`src/common/alu_iq_pkg.sv`:
```
package alu_iq_pkg;

    // ------------------------------
    // widths and sizes
    // ------------------------------
    localparam int DATA_W   = 16;
    localparam int TAG_W    = 4;
    localparam int IQ_SIZE  = 4;
    localparam int IQ_IDX_W = 2;
    // saturating age counter per queue entry
    localparam int AGE_W    = 4;

    // ------------------------------
    // opcodes
    // ------------------------------
    // shifts use the low 4 bits of operand 1, SLT is signed
    typedef enum logic [2:0] {
        ADD = 3'd0,
        SUB = 3'd1,
        AND = 3'd2,
        OR  = 3'd3,
        XOR = 3'd4,
        SLL = 3'd5,
        SRL = 3'd6,
        SLT = 3'd7
    } alu_op_e;

    // ------------------------------
    // state machines
    // ------------------------------
    // dispatch receiver, four-phase
    typedef enum logic [1:0] {
        DISP_IDLE,
        DISP_WRITE,
        DISP_ACKED
    } disp_state_e;

    // result sender, four-phase
    typedef enum logic [1:0] {
        RES_IDLE,
        RES_REQ,
        RES_WAIT_LOW
    } res_state_e;

endpackage
```
`src/rtl/alu_issue_top.sv`:
```
module alu_issue_top import alu_iq_pkg::*; (
    input  logic                          clk,
    input  logic                          arst_n_i,
    // dispatch port
    input  logic                          dsp_req_i,
    input  alu_op_e                       dsp_op_i,
    input  logic [TAG_W-1:0]              dsp_dst_tag_i,
    input  logic [1:0]                    dsp_src_rdy_i,
    input  logic [1:0][TAG_W-1:0]         dsp_src_tag_i,
    input  logic [1:0][DATA_W-1:0]        dsp_src_data_i,
    output logic                          dsp_ack_o,
    // external CDB
    input  logic                          cdb_valid_i,
    input  logic [TAG_W-1:0]              cdb_tag_i,
    input  logic [DATA_W-1:0]             cdb_data_i,
    // result port
    output logic                          res_req_o,
    input  logic                          res_ack_i,
    output logic [TAG_W-1:0]              res_tag_o,
    output logic [DATA_W-1:0]             res_data_o
);

    // allocation
    logic                     alloc_valid;
    logic                     alloc_ready;
    alu_op_e                  alloc_op;
    logic [TAG_W-1:0]         alloc_dst_tag;
    logic [1:0]               alloc_src_rdy;
    logic [1:0][TAG_W-1:0]    alloc_src_tag;
    logic [1:0][DATA_W-1:0]   alloc_src_data;
    // issue
    logic                     iss_valid;
    logic                     iss_ready;
    alu_op_e                  iss_op;
    logic [TAG_W-1:0]         iss_dst_tag;
    logic [1:0][DATA_W-1:0]   iss_src_data;
    // ALU wakeup
    logic                     wk_valid;
    logic [TAG_W-1:0]         wk_tag;
    logic [DATA_W-1:0]        wk_data;

    dispatch_ctrl dispatch_ctrl_inst (
        .clk              (clk),
        .arst_n_i         (arst_n_i),
        .dsp_req_i        (dsp_req_i),
        .dsp_op_i         (dsp_op_i),
        .dsp_dst_tag_i    (dsp_dst_tag_i),
        .dsp_src_rdy_i    (dsp_src_rdy_i),
        .dsp_src_tag_i    (dsp_src_tag_i),
        .dsp_src_data_i   (dsp_src_data_i),
        .dsp_ack_o        (dsp_ack_o),
        .alloc_valid_o    (alloc_valid),
        .alloc_ready_i    (alloc_ready),
        .alloc_op_o       (alloc_op),
        .alloc_dst_tag_o  (alloc_dst_tag),
        .alloc_src_rdy_o  (alloc_src_rdy),
        .alloc_src_tag_o  (alloc_src_tag),
        .alloc_src_data_o (alloc_src_data)
    );

    issue_queue issue_queue_inst (
        .clk              (clk),
        .arst_n_i         (arst_n_i),
        .alloc_valid_i    (alloc_valid),
        .alloc_ready_o    (alloc_ready),
        .alloc_op_i       (alloc_op),
        .alloc_dst_tag_i  (alloc_dst_tag),
        .alloc_src_rdy_i  (alloc_src_rdy),
        .alloc_src_tag_i  (alloc_src_tag),
        .alloc_src_data_i (alloc_src_data),
        .cdb_valid_i      (cdb_valid_i),
        .cdb_tag_i        (cdb_tag_i),
        .cdb_data_i       (cdb_data_i),
        .wk_valid_i       (wk_valid),
        .wk_tag_i         (wk_tag),
        .wk_data_i        (wk_data),
        .iss_valid_o      (iss_valid),
        .iss_ready_i      (iss_ready),
        .iss_op_o         (iss_op),
        .iss_dst_tag_o    (iss_dst_tag),
        .iss_src_data_o   (iss_src_data)
    );

    alu_exec alu_exec_inst (
        .clk              (clk),
        .arst_n_i         (arst_n_i),
        .iss_valid_i      (iss_valid),
        .iss_ready_o      (iss_ready),
        .iss_op_i         (iss_op),
        .iss_dst_tag_i    (iss_dst_tag),
        .iss_src_data_i   (iss_src_data),
        .wk_valid_o       (wk_valid),
        .wk_tag_o         (wk_tag),
        .wk_data_o        (wk_data),
        .res_req_o        (res_req_o),
        .res_ack_i        (res_ack_i),
        .res_tag_o        (res_tag_o),
        .res_data_o       (res_data_o)
    );

endmodule

```
`src/rtl/alu_exec.sv`:
```
module alu_exec import alu_iq_pkg::*; (
    input  logic                          clk,
    input  logic                          arst_n_i,
    // issue port
    input  logic                          iss_valid_i,
    output logic                          iss_ready_o,
    input  alu_op_e                       iss_op_i,
    input  logic [TAG_W-1:0]              iss_dst_tag_i,
    input  logic [1:0][DATA_W-1:0]        iss_src_data_i,
    // wakeup broadcast
    output logic                          wk_valid_o,
    output logic [TAG_W-1:0]              wk_tag_o,
    output logic [DATA_W-1:0]             wk_data_o,
    // four-phase result port
    output logic                          res_req_o,
    input  logic                          res_ack_i,
    output logic [TAG_W-1:0]              res_tag_o,
    output logic [DATA_W-1:0]             res_data_o
);

    res_state_e       state_q;
    logic [DATA_W-1:0] a;
    logic [DATA_W-1:0] b;
    logic [DATA_W-1:0] alu_res;
    logic              fire;
    logic              wk_q;

    assign a = iss_src_data_i[0];
    assign b = iss_src_data_i[1];

    always_comb begin
        case (iss_op_i)
            ADD:     alu_res = a + b;
            SUB:     alu_res = a - b;
            AND:     alu_res = a & b;
            OR:      alu_res = a | b;
            XOR:     alu_res = a ^ b;
            SLL:     alu_res = a << b[3:0];
            SRL:     alu_res = a >> b[3:0];
            SLT:     alu_res = ($signed(a) < $signed(b)) ? DATA_W'(1) : '0;
            default: alu_res = '0;
        endcase
    end

    assign iss_ready_o = (state_q == RES_IDLE);
    assign fire        = iss_valid_i && iss_ready_o;

    // ------------------------------
    // result handshake
    // ------------------------------
    always_ff @(posedge clk or negedge arst_n_i) begin
        if (!arst_n_i) begin
            state_q <= RES_IDLE;
            wk_q    <= 1'b0;
        end else begin
            // wakeup is a single pulse right after issue
            wk_q <= fire;
            case (state_q)
                RES_IDLE:     if (fire) state_q <= RES_REQ;
                RES_REQ:      if (res_ack_i) state_q <= RES_WAIT_LOW;
                RES_WAIT_LOW: if (!res_ack_i) state_q <= RES_IDLE;
                default:      state_q <= RES_IDLE;
            endcase
        end
    end

    always_ff @(posedge clk) begin
        if (fire) begin
            res_data_o <= alu_res;
            res_tag_o  <= iss_dst_tag_i;
        end
    end

    assign res_req_o  = (state_q == RES_REQ);
    assign wk_valid_o = wk_q;
    assign wk_tag_o   = res_tag_o;
    assign wk_data_o  = res_data_o;

    // ack rises only against a pending request
    a_ack_on_req: assert property (@(posedge clk) disable iff (!arst_n_i)
        $rose(res_ack_i) |-> res_req_o);

    // ack held until the request drops
    a_ack_held: assert property (@(posedge clk) disable iff (!arst_n_i)
        res_ack_i && res_req_o |=> res_ack_i);

endmodule

```
`src/issue_queue/issue_queue.sv`:
```
module issue_queue import alu_iq_pkg::*; (
    input  logic                          clk,
    input  logic                          arst_n_i,
    // allocation from dispatch
    input  logic                          alloc_valid_i,
    output logic                          alloc_ready_o,
    input  alu_op_e                       alloc_op_i,
    input  logic [TAG_W-1:0]              alloc_dst_tag_i,
    input  logic [1:0]                    alloc_src_rdy_i,
    input  logic [1:0][TAG_W-1:0]         alloc_src_tag_i,
    input  logic [1:0][DATA_W-1:0]        alloc_src_data_i,
    // wakeup buses
    input  logic                          cdb_valid_i,
    input  logic [TAG_W-1:0]              cdb_tag_i,
    input  logic [DATA_W-1:0]             cdb_data_i,
    input  logic                          wk_valid_i,
    input  logic [TAG_W-1:0]              wk_tag_i,
    input  logic [DATA_W-1:0]             wk_data_i,
    // issue to the ALU
    output logic                          iss_valid_o,
    input  logic                          iss_ready_i,
    output alu_op_e                       iss_op_o,
    output logic [TAG_W-1:0]              iss_dst_tag_o,
    output logic [1:0][DATA_W-1:0]        iss_src_data_o
);

    logic [IQ_SIZE-1:0]       free_q;
    logic [IQ_SIZE-1:0]       ent_occ;
    logic [IQ_SIZE-1:0]       ent_rdy;
    logic [IQ_SIZE-1:0]       ent_init;
    logic [IQ_SIZE-1:0]       ent_free;
    alu_op_e                  ent_op   [IQ_SIZE];
    logic [TAG_W-1:0]         ent_dst  [IQ_SIZE];
    logic [1:0][DATA_W-1:0]   ent_data [IQ_SIZE];
    logic [AGE_W-1:0]         age_q    [IQ_SIZE];

    logic [IQ_IDX_W-1:0]      alloc_idx;
    logic [IQ_IDX_W-1:0]      win_lo;
    logic [IQ_IDX_W-1:0]      win_hi;
    logic [IQ_IDX_W-1:0]      sel_idx;
    logic [AGE_W:0]           key      [IQ_SIZE];
    logic                     write;
    logic                     fire;
    logic                     older_rdy;

    // ------------------------------
    // free slots
    // ------------------------------
    // lowest free index wins
    always_comb begin
        alloc_idx = '0;
        for (int i = IQ_SIZE - 1; i >= 0; i--) begin
            if (free_q[i]) alloc_idx = IQ_IDX_W'(i);
        end
    end

    assign alloc_ready_o = |free_q;
    assign write         = alloc_valid_i && alloc_ready_o;
    assign fire          = iss_valid_o && iss_ready_i;

    always_comb begin
        ent_init = '0;
        ent_free = '0;
        ent_init[alloc_idx] = write;
        ent_free[sel_idx]   = fire;
    end

    always_ff @(posedge clk or negedge arst_n_i) begin
        if (!arst_n_i) begin
            free_q <= '1;
        end else begin
            free_q <= (free_q & ~ent_init) | ent_free;
        end
    end

    // ------------------------------
    // age, saturating
    // ------------------------------
    always_ff @(posedge clk or negedge arst_n_i) begin
        if (!arst_n_i) begin
            for (int i = 0; i < IQ_SIZE; i++) age_q[i] <= '0;
        end else begin
            for (int i = 0; i < IQ_SIZE; i++) begin
                if (ent_init[i]) begin
                    age_q[i] <= '0;
                end else if (ent_occ[i] && age_q[i] != '1) begin
                    age_q[i] <= age_q[i] + 1'b1;
                end
            end
        end
    end

    // ------------------------------
    // oldest-ready select
    // ------------------------------
    // ready bit on top so any ready entry beats a non-ready one
    always_comb begin
        for (int i = 0; i < IQ_SIZE; i++) key[i] = {ent_rdy[i], age_q[i]};
        // ties keep the lower index
        win_lo  = (key[1] > key[0]) ? IQ_IDX_W'(1) : IQ_IDX_W'(0);
        win_hi  = (key[3] > key[2]) ? IQ_IDX_W'(3) : IQ_IDX_W'(2);
        sel_idx = (key[win_hi] > key[win_lo]) ? win_hi : win_lo;
    end

    assign iss_valid_o    = |ent_rdy;
    assign iss_op_o       = ent_op[sel_idx];
    assign iss_dst_tag_o  = ent_dst[sel_idx];
    assign iss_src_data_o = ent_data[sel_idx];

    for (genvar i = 0; i < IQ_SIZE; i++) begin : gen_entry
        iq_entry iq_entry_inst (
            .clk         (clk),
            .arst_n_i    (arst_n_i),
            .init_i      (ent_init[i]),
            .free_i      (ent_free[i]),
            .op_i        (alloc_op_i),
            .dst_tag_i   (alloc_dst_tag_i),
            .src_rdy_i   (alloc_src_rdy_i),
            .src_tag_i   (alloc_src_tag_i),
            .src_data_i  (alloc_src_data_i),
            .cdb_valid_i (cdb_valid_i),
            .cdb_tag_i   (cdb_tag_i),
            .cdb_data_i  (cdb_data_i),
            .wk_valid_i  (wk_valid_i),
            .wk_tag_i    (wk_tag_i),
            .wk_data_i   (wk_data_i),
            .occupied_o  (ent_occ[i]),
            .ready_o     (ent_rdy[i]),
            .op_o        (ent_op[i]),
            .dst_tag_o   (ent_dst[i]),
            .src_data_o  (ent_data[i])
        );
    end

    // any ready entry strictly older than the selected one
    always_comb begin
        older_rdy = 1'b0;
        for (int i = 0; i < IQ_SIZE; i++) begin
            if (ent_rdy[i] && age_q[i] > age_q[sel_idx]) older_rdy = 1'b1;
        end
    end

    a_issue_oldest: assert property (@(posedge clk) disable iff (!arst_n_i)
        fire |-> ent_rdy[sel_idx] && !older_rdy);

    // free mask and entry occupancy must agree
    a_write_free_slot: assert property (@(posedge clk) disable iff (!arst_n_i)
        write |-> !ent_occ[alloc_idx]);

endmodule

```
`src/issue_queue/iq_entry.sv`:
```
module iq_entry import alu_iq_pkg::*; (
    input  logic                          clk,
    input  logic                          arst_n_i,
    input  logic                          init_i,
    input  logic                          free_i,
    input  alu_op_e                       op_i,
    input  logic [TAG_W-1:0]              dst_tag_i,
    input  logic [1:0]                    src_rdy_i,
    input  logic [1:0][TAG_W-1:0]         src_tag_i,
    input  logic [1:0][DATA_W-1:0]        src_data_i,
    input  logic                          cdb_valid_i,
    input  logic [TAG_W-1:0]              cdb_tag_i,
    input  logic [DATA_W-1:0]             cdb_data_i,
    input  logic                          wk_valid_i,
    input  logic [TAG_W-1:0]              wk_tag_i,
    input  logic [DATA_W-1:0]             wk_data_i,
    output logic                          occupied_o,
    output logic                          ready_o,
    output alu_op_e                       op_o,
    output logic [TAG_W-1:0]              dst_tag_o,
    output logic [1:0][DATA_W-1:0]        src_data_o
);

    logic                     occ_q;
    logic [1:0]               rdy_q;
    logic [1:0][TAG_W-1:0]    tag_q;
    logic [1:0]               cur_rdy;
    logic [1:0][TAG_W-1:0]    cur_tag;
    logic [1:0][DATA_W-1:0]   cur_data;
    logic [1:0]               nxt_rdy;
    logic [1:0][DATA_W-1:0]   nxt_data;
    logic [1:0]               cdb_hit;
    logic [1:0]               wk_hit;

    // snoop on the incoming tags at write time, else on the held ones
    always_comb begin
        for (int s = 0; s < 2; s++) begin
            cur_rdy[s]  = init_i ? src_rdy_i[s]  : rdy_q[s];
            cur_tag[s]  = init_i ? src_tag_i[s]  : tag_q[s];
            cur_data[s] = init_i ? src_data_i[s] : src_data_o[s];
            cdb_hit[s]  = cdb_valid_i && !cur_rdy[s] && (cdb_tag_i == cur_tag[s]);
            wk_hit[s]   = wk_valid_i && !cur_rdy[s] && (wk_tag_i == cur_tag[s]);
            nxt_rdy[s]  = cur_rdy[s] || cdb_hit[s] || wk_hit[s];
            if (wk_hit[s]) begin
                nxt_data[s] = wk_data_i;
            end else if (cdb_hit[s]) begin
                nxt_data[s] = cdb_data_i;
            end else begin
                nxt_data[s] = cur_data[s];
            end
        end
    end

    always_ff @(posedge clk or negedge arst_n_i) begin
        if (!arst_n_i) begin
            occ_q <= 1'b0;
            rdy_q <= '0;
        end else begin
            if (init_i) begin
                occ_q <= 1'b1;
            end else if (free_i) begin
                occ_q <= 1'b0;
            end
            if (init_i || occ_q) rdy_q <= nxt_rdy;
        end
    end

    // payload
    always_ff @(posedge clk) begin
        if (init_i) begin
            op_o      <= op_i;
            dst_tag_o <= dst_tag_i;
            tag_q     <= src_tag_i;
        end
        if (init_i || occ_q) src_data_o <= nxt_data;
    end

    assign occupied_o = occ_q;
    assign ready_o    = occ_q && (&rdy_q);

endmodule

```
`src/rtl/dispatch_ctrl.sv`:
```
module dispatch_ctrl import alu_iq_pkg::*; (
    input  logic                          clk,
    input  logic                          arst_n_i,
    // four-phase dispatch port
    input  logic                          dsp_req_i,
    input  alu_op_e                       dsp_op_i,
    input  logic [TAG_W-1:0]              dsp_dst_tag_i,
    input  logic [1:0]                    dsp_src_rdy_i,
    input  logic [1:0][TAG_W-1:0]         dsp_src_tag_i,
    input  logic [1:0][DATA_W-1:0]        dsp_src_data_i,
    output logic                          dsp_ack_o,
    // allocation into the issue queue
    output logic                          alloc_valid_o,
    input  logic                          alloc_ready_i,
    output alu_op_e                       alloc_op_o,
    output logic [TAG_W-1:0]              alloc_dst_tag_o,
    output logic [1:0]                    alloc_src_rdy_o,
    output logic [1:0][TAG_W-1:0]         alloc_src_tag_o,
    output logic [1:0][DATA_W-1:0]        alloc_src_data_o
);

    disp_state_e state_q;

    always_ff @(posedge clk or negedge arst_n_i) begin
        if (!arst_n_i) begin
            state_q <= DISP_IDLE;
        end else begin
            case (state_q)
                DISP_IDLE:  if (dsp_req_i) state_q <= DISP_WRITE;
                DISP_WRITE: if (alloc_ready_i) state_q <= DISP_ACKED;
                // hold ack until the sender lets go of req
                DISP_ACKED: if (!dsp_req_i) state_q <= DISP_IDLE;
                default:    state_q <= DISP_IDLE;
            endcase
        end
    end

    // payload latched once, when req is first seen
    always_ff @(posedge clk) begin
        if (state_q == DISP_IDLE && dsp_req_i) begin
            alloc_op_o       <= dsp_op_i;
            alloc_dst_tag_o  <= dsp_dst_tag_i;
            alloc_src_rdy_o  <= dsp_src_rdy_i;
            alloc_src_tag_o  <= dsp_src_tag_i;
            alloc_src_data_o <= dsp_src_data_i;
        end
    end

    assign alloc_valid_o = (state_q == DISP_WRITE);
    assign dsp_ack_o     = (state_q == DISP_ACKED);

    // sender keeps req up until it has seen ack
    a_req_until_ack: assert property (@(posedge clk) disable iff (!arst_n_i)
        $fell(dsp_req_i) |-> $past(dsp_ack_o));

    // a new req only once the previous ack is gone
    a_req_after_ack_low: assert property (@(posedge clk) disable iff (!arst_n_i)
        $rose(dsp_req_i) |-> !dsp_ack_o);

endmodule

```
`config.mk`:
```
export PLATFORM = sky130hd
export DESIGN_NAME = alu_issue_top
export DESIGN_NICKNAME = d
export VERILOG_FILES = /design/src/common/alu_iq_pkg.sv /design/src/rtl/alu_issue_top.sv /design/src/rtl/alu_exec.sv /design/src/issue_queue/issue_queue.sv /design/src/issue_queue/iq_entry.sv /design/src/rtl/dispatch_ctrl.sv
export SDC_FILE = /design/constraint.sdc
export NUM_CORES = 1
export LEC_CHECK = 0
export ABC_AREA = 0
export ABC_CLOCK_PERIOD_IN_PS = 7890
export BUFFER_PORTS_ARGS = -buffer_cell sky130_fd_sc_hd__buf_2
export CAP_MARGIN = 20
export CORE_AREA = 10 10 196 198
export DETAILED_ROUTE_END_ITERATION = 8
export DIE_AREA = 0 0 206 208
export PLACE_DENSITY = 0.72
export RECOVER_POWER = 25
export SLEW_MARGIN = 20
export SYNTH_ARGS = -nofsm -noshare
export SYNTH_HDL_FRONTEND = slang
export SYNTH_SLANG_ARGS = --single-unit
```
`constraint.sdc`:
```
create_clock -name clk -period 7.89 [get_ports clk]
set_input_delay 0 -clock clk [delete_from_list [all_inputs] [get_ports clk]]
set_output_delay 0 -clock clk [all_outputs]
set_load 0.02 [all_outputs]
```
==> metrics <==
Syn-to-layout area delta 12.9%; Mean Syn Cell Area 10.1 um^2; clk root buf clkbuf_16; sequential area share after synthesis 0.463; CTS buffer count 34; Req. time, crit path 8.14 ns; Final Hold Violating Endpoints 0; GR Util met2 0.405; input/output buffers 95; die area 42,800 um^2; Final setup viols 0; WL/cell 23.5 um; met3 usage 0.0429; core area 34,400 um^2; clock network power share 0.447; die width 206 um; Antenna Nets Post-Route 0; Max-Cap Viols 1; WHS 0.0228 ns; critical path class flop to flop; failing checks capacitance limit, slew limit; post-DP HPWL 38,700 um; busiest layer in global routing met2; crit start category flop; Total Routing Usage GR 0.261; worst-skew pair later-pin latency 0.54 ns; I/O pin count 96; area share of the largest cell type after synthesis 0.413; # diodes 0; drt drc 0; Multi-input gate area 9230 um^2; Mapped Cells 1,847; # rows 68; Max IR drop VDD 156 uV; vias in the first global route 15.0k; clock sinks 294; worst clock skew 0.0231 ns; Slew @ Worst Pin 2.14 ns; 1st-iter DRT viols 1,722; global-route wire length before repair 87,500 um; P_int 2580 uW; switching fraction of total power 0.216; routed wire length 56,800 um; Vias per Instance 6.25; reg2reg path depth 25; Post-synth top flop edfxtp_1; post-cts sizing count 0; Initial DRT Pass Iterations 5; Slew Viols, Final 38; critical path data arrival time 7.68 ns; # fillers 2,821; Layout Nets 2,092; most frequent cell after synthesis edfxtp_1; register area 8650 um^2; R2R setup slack 0.46 ns; Achievable Freq 135 MHz; outcome finished, violations left; most frequent cells after synthesis 257 x edfxtp_1, 255 x mux2i_1, 209 x a21oi_1; CTS tree built; H-tree depth 2; Initial Util 0.544; Post-CTS Hold Fix Bufs 65; Setup TNS 0 ns; leakage power 0.00885 uW; EDFF count, synth 257; fin crit period 7.43 ns; largest cells by area after synthesis edfxtp_1 41%, mux2i_1 14%, a21oi_1 5.6%; r2r endpoint alu_exec_inst.res_data_o[0]; CP Max Fanout 29; post-route cell area 21,100 um^2; initial antenna violation count 1; Post-Syn Area 18,700 um^2; total grt overflow 0; area leader, netlist edfxtp_1; gpl congestion 0.948; setup bufs post-CTS 0; CP Capture Point alu_exec_inst.res_data_o[0]; Die Y 208 um; RSZ-0062 raised after global routing false; Sw Pwr 709 uW; PD cells 156 nW/um^2; Cell Area, Placed 19,500 um^2; Yosys cell types 82; Ys Warns 0; Reg power frac 0.519; Hold WC Path Type input pin to flop; share of cells above drive strength 1 0.110; synthesis-stage register bit count 294; Final period util 0.942; largest net degree at the start of global routing 50; M1 GR Usage 0.364; logic gate share of total power 0.034; asr flop ratio synth 0.126; clock tree buffer depth 3; Rel. slew slack -0.427; DR vias 15.2k; Worst Setup End Kind flop; Mapped Nets 1,993; clk slew on worst S/H paths 0.06 ns
==> layout make-up <==
class / instances / share of cell area
Inverter: 69 / 0.0125
Tap cell: 455 / 0.0270
Multi-Input combinational cell: 1351 / 0.437
Sequential cell: 294 / 0.410
Timing Repair Buffer: 196 / 0.0659
Clock buffer: 40 / 0.0414
Clock inverter: 18 / 0.00617
==> layer usage <==
metal | share of wire | up-vias
li1 | - | 6875
met1 | 0.42 | 7362
met2 | 0.46 | 790
met3 | 0.094 | 126
met4 | 0.029 | 2
met5 | 0.00023 | -
==> through the flow <==
stage	instances	setup slack (ns)	utilization	total power, uW
global placement	2300	0.892	0.566	1820
detailed placement	2300	0.682	0.566	1820
global route	2423	0.0472	0.614	3370
floorplan	1847	0.679	-	1780
CTS	2423	0.612	0.614	3300
finish	2423	0.457	0.614	3290
==> sequential cells by signal, indices dropped and copies added (netlist names) <==
register,flops
issue_queue_inst.gen_entry.iq_entry_inst.src_data_o,128
alu_exec_inst.res_tag_o,4
issue_queue_inst.gen_entry.iq_entry_inst.rdy_q,8
dispatch_ctrl_inst.alloc_src_tag_o,8
issue_queue_inst.gen_entry.iq_entry_inst.tag_q,32
issue_queue_inst.age_q,16
issue_queue_inst.gen_entry.iq_entry_inst.dst_tag_o,16
dispatch_ctrl_inst.alloc_dst_tag_o,4
issue_queue_inst.gen_entry.iq_entry_inst.occupied_o,4
issue_queue_inst.free_q,4
dispatch_ctrl_inst.state_q,2
dispatch_ctrl_inst.alloc_src_data_o,32
alu_exec_inst.state_q,2
alu_exec_inst.res_data_o,16
alu_exec_inst.wk_valid_o,1
issue_queue_inst.gen_entry.iq_entry_inst.op_o,12
dispatch_ctrl_inst.alloc_op_o,3
dispatch_ctrl_inst.alloc_src_rdy_o,2
==> power groups by stage <==
stage	clock (uW)	combinational (uW)	sequential [uW]
5_1_grt	1550	121	1710
2_1_floorplan	0	49.0	1730
3_3_place_gp	0	79.1	1740
4_1_cts	1490	108	1710
6_report	1470	110	1710
3_5_place_dp	0	82.3	1740
==> cells by family after synthesis <==
| logic type | share of synthesized area |
|---|---|
| AND/OR/NAND/NOR | 0.127 |
| flip-flops | 0.463 |
| buffers and inverters | 0.0461 |
| AO/OA/AOI/OAI | 0.130 |
| multiplexers | 0.146 |
| XOR/XNOR | 0.0389 |
| adder cells (fa/ha/maj) | 0.0490 |
==> worst min path at each step <==
stage | depth (start not counted) | from | end
2_1_floorplan | 0 | arst_n_i | alu_exec_inst.state_q[0]
4_1_cts | 3 | cdb_data_i[8] | flop
6_report | 3 | cdb_data_i[8] | flop
3_5_place_dp | 1 | arst_n_i | async pin
5_1_grt | 3 | cdb_data_i[6] | flop
3_3_place_gp | 1 | arst_n_i | dispatch_ctrl_inst.state_q[0]
==> placed cells by master, fill, tap and decap left out, types with 7 or more instances in the layout <==
master / instances
edfxtp_1: 257
inv_1: 63
a21oi_1: 209
a21o_1: 10
nand2_1: 164
a211oi_1: 12
dlygate4sd3_1: 65
clkinv_1: 10
o211ai_1: 11
and3_1: 7
a31oi_1: 11
nand4_1: 23
mux2_2: 9
nor2_1: 206
o21ai_0: 47
o22ai_1: 7
nor3_1: 34
clkbuf_16: 34
clkbuf_1: 11
xnor2_1: 63
buf_2: 90
mux2i_1: 255
a22oi_1: 17
and2_1: 21
ha_1: 70
buf_4: 36
nand2b_1: 10
dfrtp_1: 33
xor2_1: 20
nand3_1: 36
nor2b_1: 7
==> worst max-delay path: stages (launching register included) <==
cell	delay [ns]
dfrtp_1	0.41
nand3_1	0.20
ha_1	0.35
and4b_4	0.35
a21oi_2	0.09
a21boi_4	0.41
a21oi_1	0.14
ha_1	0.34
a21oi_1	0.07
a21boi_1	0.29
o31a_2	0.49
mux2_2	0.25
buf_4	0.35
clkinv_1	0.51
fa_1	0.58
nor2b_1	0.16
o21ai_0	0.10
nand2b_1	0.13
a21o_1	0.12
a21oi_1	0.11
o31a_1	0.30
o31ai_1	0.38
o41ai_1	0.21
or3_1	0.38
o31ai_1	0.23
o2111ai_1	0.15
Note: power is estimated with default switching activity, not from simulation.
